**src/mem_params.svh**
```systemverilog
`default_nettype none

`ifndef MEM_PARAMS_SVH
`define MEM_PARAMS_SVH

// Word and line geometry
`define XLEN        32
`define LINE_WORDS  4

// Unified line memory
`define MEM_LINES   1024
`define MEM_LATENCY 3    // Cycles from accepted req to valid

// Direct-mapped cache sizes
`define ICACHE_SETS 16
`define DCACHE_SETS 16

`endif

`default_nettype wire

```
**src/mem_types_pkg.sv**
```systemverilog
`include "mem_params.svh"
`default_nettype none

package mem_types_pkg;

    typedef logic [`XLEN-1:0]              word_t;
    typedef logic [`LINE_WORDS*`XLEN-1:0]  line_t;      // Word 0 in the low bits
    typedef logic [$clog2(`MEM_LINES)-1:0] line_idx_t;
    typedef logic [$clog2(`LINE_WORDS)-1:0] word_off_t;
    typedef logic [$bits(line_idx_t)+$bits(word_off_t)-1:0] word_addr_t;

    // Split a word address into line index and word offset
    function automatic line_idx_t line_of(word_addr_t a);
        return a[$bits(word_addr_t)-1:$bits(word_off_t)];
    endfunction

    function automatic word_off_t offset_of(word_addr_t a);
        return a[$bits(word_off_t)-1:0];
    endfunction

    function automatic word_t get_word(line_t l, word_off_t o);
        return l[o*`XLEN +: `XLEN];
    endfunction

    // Replace one word of a line
    function automatic line_t put_word(line_t l, word_off_t o, word_t w);
        line_t r;
        r = l;
        r[o*`XLEN +: `XLEN] = w;
        return r;
    endfunction

endpackage

`default_nettype wire

```
**src/cache_ctrl_pkg.sv**
```systemverilog
`default_nettype none

package cache_ctrl_pkg;

    // Instruction cache controller
    typedef enum logic [0:0] {
        IC_IDLE,
        IC_FILL   // Waiting for the line from memory
    } icache_state_e;

    // Data cache controller
    typedef enum logic [1:0] {
        DC_IDLE,
        DC_WRITEBACK, // Dirty victim pulsed out, fill next
        DC_FILL
    } dcache_state_e;

endpackage

`default_nettype wire

```
**src/line_fill_if.sv**
```systemverilog
`timescale 1ns/1ps
`default_nettype none

// Line fill channel between one cache and the unified memory
interface line_fill_if
    import mem_types_pkg::*;
();

    logic      req;    // One-cycle request pulse
    line_idx_t addr;   // Line to fetch
    line_t     line;   // Held until the next fill completes
    logic      valid;  // One-cycle completion pulse

    modport cache (
        output req,
        output addr,
        input  line,
        input  valid
    );

    modport memory (
        input  req,
        input  addr,
        output line,
        output valid
    );

endinterface

`default_nettype wire

```
**src/icache.sv**
```systemverilog
`include "mem_params.svh"
`timescale 1ns/1ps
`default_nettype none

module icache
    import mem_types_pkg::*, cache_ctrl_pkg::*;
(
    input  logic       clk,
    input  logic       rst,
    input  logic       req,
    input  word_addr_t addr,
    output word_t      inst,
    output logic       done,
    line_fill_if.cache fill
);

    localparam int LW    = $bits(line_idx_t);
    localparam int SET_W = $clog2(`ICACHE_SETS);
    localparam int TAG_W = LW - SET_W;

    icache_state_e state;

    logic [TAG_W-1:0]        tags [`ICACHE_SETS];
    line_t                   lines [`ICACHE_SETS];
    logic [`ICACHE_SETS-1:0] vld;

    line_idx_t        req_line;
    word_off_t        req_off;
    logic [SET_W-1:0] req_set;
    logic [TAG_W-1:0] req_tag;
    logic             hit;

    line_idx_t        miss_line;  // Line being filled
    word_off_t        miss_off;
    logic [SET_W-1:0] miss_set;
    logic [TAG_W-1:0] miss_tag;
    logic             fill_req;

    assign req_line = line_of(addr);
    assign req_off  = offset_of(addr);
    assign req_set  = req_line[SET_W-1:0];
    assign req_tag  = req_line[LW-1:SET_W];
    assign hit      = vld[req_set] && (tags[req_set] == req_tag);

    assign miss_set = miss_line[SET_W-1:0];
    assign miss_tag = miss_line[LW-1:SET_W];

    assign fill.req  = fill_req;
    assign fill.addr = miss_line;

    always_ff @(posedge clk) begin
        if (rst) begin
            state    <= IC_IDLE;
            done     <= 1'b0;
            fill_req <= 1'b0;
            vld      <= '0;
        end else begin
            done     <= 1'b0;
            fill_req <= 1'b0;
            case (state)
                IC_IDLE: begin
                    if (req) begin
                        if (hit) begin
                            done <= 1'b1;
                        end else begin
                            fill_req <= 1'b1;
                            state    <= IC_FILL;
                        end
                    end
                end
                IC_FILL: begin
                    if (fill.valid) begin  // Install and answer together
                        vld[miss_set] <= 1'b1;
                        done          <= 1'b1;
                        state         <= IC_IDLE;
                    end
                end
                default: state <= IC_IDLE;
            endcase
        end
    end

    // Line storage and fetch word
    always_ff @(posedge clk) begin
        if (state == IC_IDLE && req) begin
            miss_line <= req_line;
            miss_off  <= req_off;
            if (hit) begin
                inst <= get_word(lines[req_set], req_off);
            end
        end
        if (state == IC_FILL && fill.valid) begin
            tags[miss_set]  <= miss_tag;
            lines[miss_set] <= fill.line;
            inst            <= get_word(fill.line, miss_off);
        end
    end

endmodule

`default_nettype wire

```
**src/flat_wrapper.sv**
```systemverilog
// flat-port wrapper written by rule: the top's interface ports become plain ports
module icache_flat import mem_types_pkg::*, cache_ctrl_pkg::*;
  (clk, rst, req, addr, inst, done, fill_req, fill_addr, fill_line, fill_valid);
  line_fill_if fill_i ();
  input  logic clk;
  input  logic rst;
  input  logic req;
  input  word_addr_t addr;
  output word_t inst;
  output logic done;
  output wire logic [$bits(fill_i.req)-1:0] fill_req;
  output wire logic [$bits(fill_i.addr)-1:0] fill_addr;
  input wire logic [$bits(fill_i.line)-1:0] fill_line;
  input wire logic [$bits(fill_i.valid)-1:0] fill_valid;
  assign fill_req = fill_i.req;
  assign fill_addr = fill_i.addr;
  assign fill_i.line = fill_line;
  assign fill_i.valid = fill_valid;
  icache u_core (.clk(clk), .rst(rst), .req(req), .addr(addr), .inst(inst), .done(done), .fill(fill_i));
endmodule
```
**config.mk**
```make
export PLATFORM = sky130hd
export DESIGN_NAME = icache_flat
export DESIGN_NICKNAME = d
export VERILOG_FILES = /design/src/mem_types_pkg.sv /design/src/cache_ctrl_pkg.sv /design/src/line_fill_if.sv /design/src/icache.sv /design/src/flat_wrapper.sv
export VERILOG_INCLUDE_DIRS = /design/src
export SDC_FILE = /design/constraint.sdc
export NUM_CORES = 2
export LEC_CHECK = 0
export BUFFER_PORTS_ARGS = -buffer_cell sky130_fd_sc_hd__buf_4
export CAP_MARGIN = 20
export CORE_MARGIN = 4
export CORE_UTILIZATION = 62
export DETAILED_ROUTE_END_ITERATION = 6
export PLACE_DENSITY = 0.77
export SLEW_MARGIN = 20
export SYNTH_ARGS = -nofsm -noshare
export SYNTH_HDL_FRONTEND = slang
export SYNTH_SLANG_ARGS = --single-unit
```
**constraint.sdc**
```tcl
create_clock -name clk -period 16.9 [get_ports clk]
set_input_delay 5.07 -clock clk [delete_from_list [all_inputs] [get_ports clk]]
set_output_delay 5.07 -clock clk [all_outputs]
set_load 0.005 [all_outputs]
```
==> implementation parameters <==
Parameter                              Value

Global route
  Initial antenna violation count    32
  First-pass GRT wire length    299700 µm
  Total routing resource utilization after global routing    0.2977
  Number of global-route vias before repair    41419
  Pin count of the biggest net entering global routing    165
  Overall overflow remaining after global route    0

Timing
  Final cycle utilization of the critical path    0.5117
  Clock period minus worst slack    8.648 ns
  Setup repair after global routing missed its margin    false
  Peak Freq    115.6 MHz
  Worst clock skew    0.02222 ns
  Setup tns final    0 ns
  Final hold violation count    0
  Pin slew with the least headroom to its limit    1.173 ns
  Final count of negative-setup-slack endpoints    0
  Final max-slew violation count    0
  Worst-case headroom to the max-slew limit    0.2182

Outcome
  Outcome    complete, no violations

Yosys
  Cell with the most instances after synthesis    sky130_fd_sc_hd__edfxtp_1
  Post-Syn Instances    3365
  Number of nets produced by synthesis    3509
  Leading post-synthesis cells by cell area    sky130_fd_sc_hd__edfxtp_1 78%, sky130_fd_sc_hd__mux4_2 19%, sky130_fd_sc_hd__dfxtp_1 0.45%
  Count of flip-flops with a built-in enable after synthesis    2188
  Mapped cell area    84450 µm²
  Warnings, synthesis    0
  Synthesis-stage register bit count    2207
  Fraction of synthesis flops using an asynchronous set or reset pin    0
  Top-area cell type share of the netlist area    0.7780
  Top flip-flop cell by instance count after synthesis    sky130_fd_sc_hd__edfxtp_1
  Cell type contributing the most total cell area after synthesis    sky130_fd_sc_hd__edfxtp_1
  Synth cell count leaders    2188 x sky130_fd_sc_hd__edfxtp_1, 700 x sky130_fd_sc_hd__mux4_2, 81 x sky130_fd_sc_hd__nor2_1
  Post-Syn Area per Cell    25.10 µm²
  Post-synth cell types    35
  Sequential-to-total area share from yosys stat    0.7825

CTS
  TritonCTS clock tree    done
  Post-CTS resize count    0
  CTS Root Buffer Type    sky130_fd_sc_hd__clkbuf_16
  Post-CTS Setup Inserts    0
  # hold bufs at CTS    0
  Buffer depth of the longest clock path    3
  Clock latency on the worst-skew pair    0.83 ns
  H-tree depth    4
  Clock-pin transition on the worst setup and hold timing paths    0.06 ns
  Sink Count    2207
  TritonCTS Buffers    200

Setup path
  Data required, critical path    17.46 ns
  Critical path, cell by cell    buf_8 -> buf_12 -> buf_4 -> mux4_2 -> mux4_2 -> mux2_2 -> o22ai_1 -> nor2_1
  Arrival time at the worst endpoint    9.21 ns
  Capturing element type of the critical path    flop
  Maximum fanout along the worst path    164
  Worst stage delay on the critical path    0.90 ns
  Most Frequent Cell on Critical Path    sky130_fd_sc_hd__mux4_2
  Critical path class    in -> reg
  Slowest stage cell, crit path    sky130_fd_sc_hd__buf_4
  Critical Path Source Type    primary input

Finish
  Design area    94250 µm²
  Fillcell total    7557
  Number of nets in the finished design    3791
  Post-layout instance count excluding filler cells    5612
  Fraction of layout cells with a size suffix above 1    0.3382
  Growth of design area from synthesis to finish    11.60%

Route
  Number of optimization iterations in the first detailed-route pass    6
  Remaining antenna violation count after routing    0
  Vias after detailed routing    39801
  Overall routed net length    206200 µm
  Remaining routing DRC violations    0
  Via/cell ratio    7.092
  DR iter-0 viols    5977
  Wirelength per Cell    36.74 µm

Pwr
  Leakage component of the power    29.22 nW
  Power per standard cell area    115.8 nW/µm²
  Peak VDD IR    119.0 µV
  Sum of internal, switching and leakage power    10.92 mW

Worst hold path
  Hold Crit Class    reg -> reg

Job
  Max-cap violations    0

Floorplanning
  Starting density of the core    0.6234
  Placeable core region    135500 µm²
  Top-Level Pins    188
  Std-Cell Rows    135
  Die boundary height    377.1 µm
  Die Footprint    142200 µm²
  Floorplan die width    377.1 µm

Placement
  Post-placement cell count    5225
  HPWL after detailed placement    102700 µm
  Port-buffer cells    187
  Global placer's final weighted congestion    0.7676
  Placement-stage cell area    88010 µm²
## metal layers
layer,GRT usage,part of all wire,vias to the layer above
li1,-,-,15267
met1,0.4078,0.35,21166
met2,0.4799,0.51,2904
met3,0.07904,0.11,444
met4,0.09435,0.029,20
met5,0,0.00061,-
## worst paths after layout
path / start / endpoint / slack (ns) / cells after the start
setup / recovery: addr[3] / u_core.inst[19] / 8.25 / 8
hold / removal: u_core.vld[7] / u_core.vld[7] / 0.47 / 2
setup reg to reg: u_core.state / u_core.lines[0][57] / 12.63 / 6
hold reg to reg: u_core.vld[7] / u_core.vld[7] / 0.47 / 2
## where the power goes
part	switching (mW)	internal, mW
sequential	0.0177	6.05
clock	1.94	2.38
combinational	0.299	0.239
## area by class of cell
class / count / area [µm²] / area share
Clock inverter: 114 / 832.0 / 0.008828
Clock buffer: 249 / 5316 / 0.05641
Timing Repair Buffer: 262 / 2058 / 0.02184
Tap cell: 1781 / 2228 / 0.02364
Sequential cell: 2207 / 66080 / 0.7012
Inverter: 2 / 7.507 / 0.00007965
Multi-Input combinational cell: 974 / 17660 / 0.1874
Antenna cell: 23 / 57.56 / 0.0006107
## worst max-delay path: cells and delay by family
kind,cells,cell delay (ns)
AO/OA/AOI/OAI,1,0.16
buffers and inverters,3,2.40
AND/OR/NAND/NOR,1,0.11
multiplexers,3,1.23
## stage by stage
| stage | worst slack (ns) | hold WS [ns] | util |
|---|---|---|---|
| 2_1_floorplan | 1.496 | 0.4348 | - |
| 4_1_cts | 7.979 | 0.4727 | 0.6950 |
| 6_report | 8.252 | 0.4713 | 0.6957 |
| 3_5_place_dp | 7.128 | 0.4583 | 0.6496 |
| 5_1_grt | 7.913 | 0.5012 | 0.6954 |
| 3_3_place_gp | 7.237 | 0.4463 | 0.6496 |
## logic make-up after synthesis
family | count (synthesis) | share of synthesized area
XOR/XNOR | 10 | 0.001037
flip-flops | 2207 | 0.7825
AND/OR/NAND/NOR | 143 | 0.007823
AO/OA/AOI/OAI | 79 | 0.006564
multiplexers | 742 | 0.1921
buffers and inverters | 184 | 0.009912
## placed cells by master, fill, tap and decap left out, types with 4 or more instances in the layout
master                       Yosys  final
sky130_fd_sc_hd__edfxtp_1     2188   2188
sky130_fd_sc_hd__mux4_2        700    700
sky130_fd_sc_hd__buf_4           9    252
sky130_fd_sc_hd__clkbuf_16       0    206
sky130_fd_sc_hd__nor2_1         81     69
sky130_fd_sc_hd__clkinv_1        0     49
sky130_fd_sc_hd__clkbuf_1       72     43
sky130_fd_sc_hd__clkinv_2        0     39
sky130_fd_sc_hd__nor2b_1        34     34
sky130_fd_sc_hd__a211oi_1       33     33
sky130_fd_sc_hd__mux2_2         33     33
sky130_fd_sc_hd__o22ai_1        32     32
sky130_fd_sc_hd__diode_2         0     23
sky130_fd_sc_hd__dfxtp_1        19     19
sky130_fd_sc_hd__nor2_4          0     12
sky130_fd_sc_hd__bufinv_16       0     10
sky130_fd_sc_hd__mux2i_1         9      9
sky130_fd_sc_hd__nand2_1        10      8
sky130_fd_sc_hd__xnor2_1         8      8
sky130_fd_sc_hd__clkinvlp_4      0      7
sky130_fd_sc_hd__inv_6           0      6
sky130_fd_sc_hd__nand2b_1        5      4
sky130_fd_sc_hd__nor3_2          0      4
## sequential cells by signal (all words and copies together), names as in the netlist
signal	flops
u_core.lines	2048
u_core.tags	96
u_core.inst	32
u_core.vld	16
u_core.fill.addr	10
u_core.miss_off	2
u_core.done	1
u_core.fill.req	1
u_core.state	1
No activity file was read; power rests on OpenSTA's default activity.
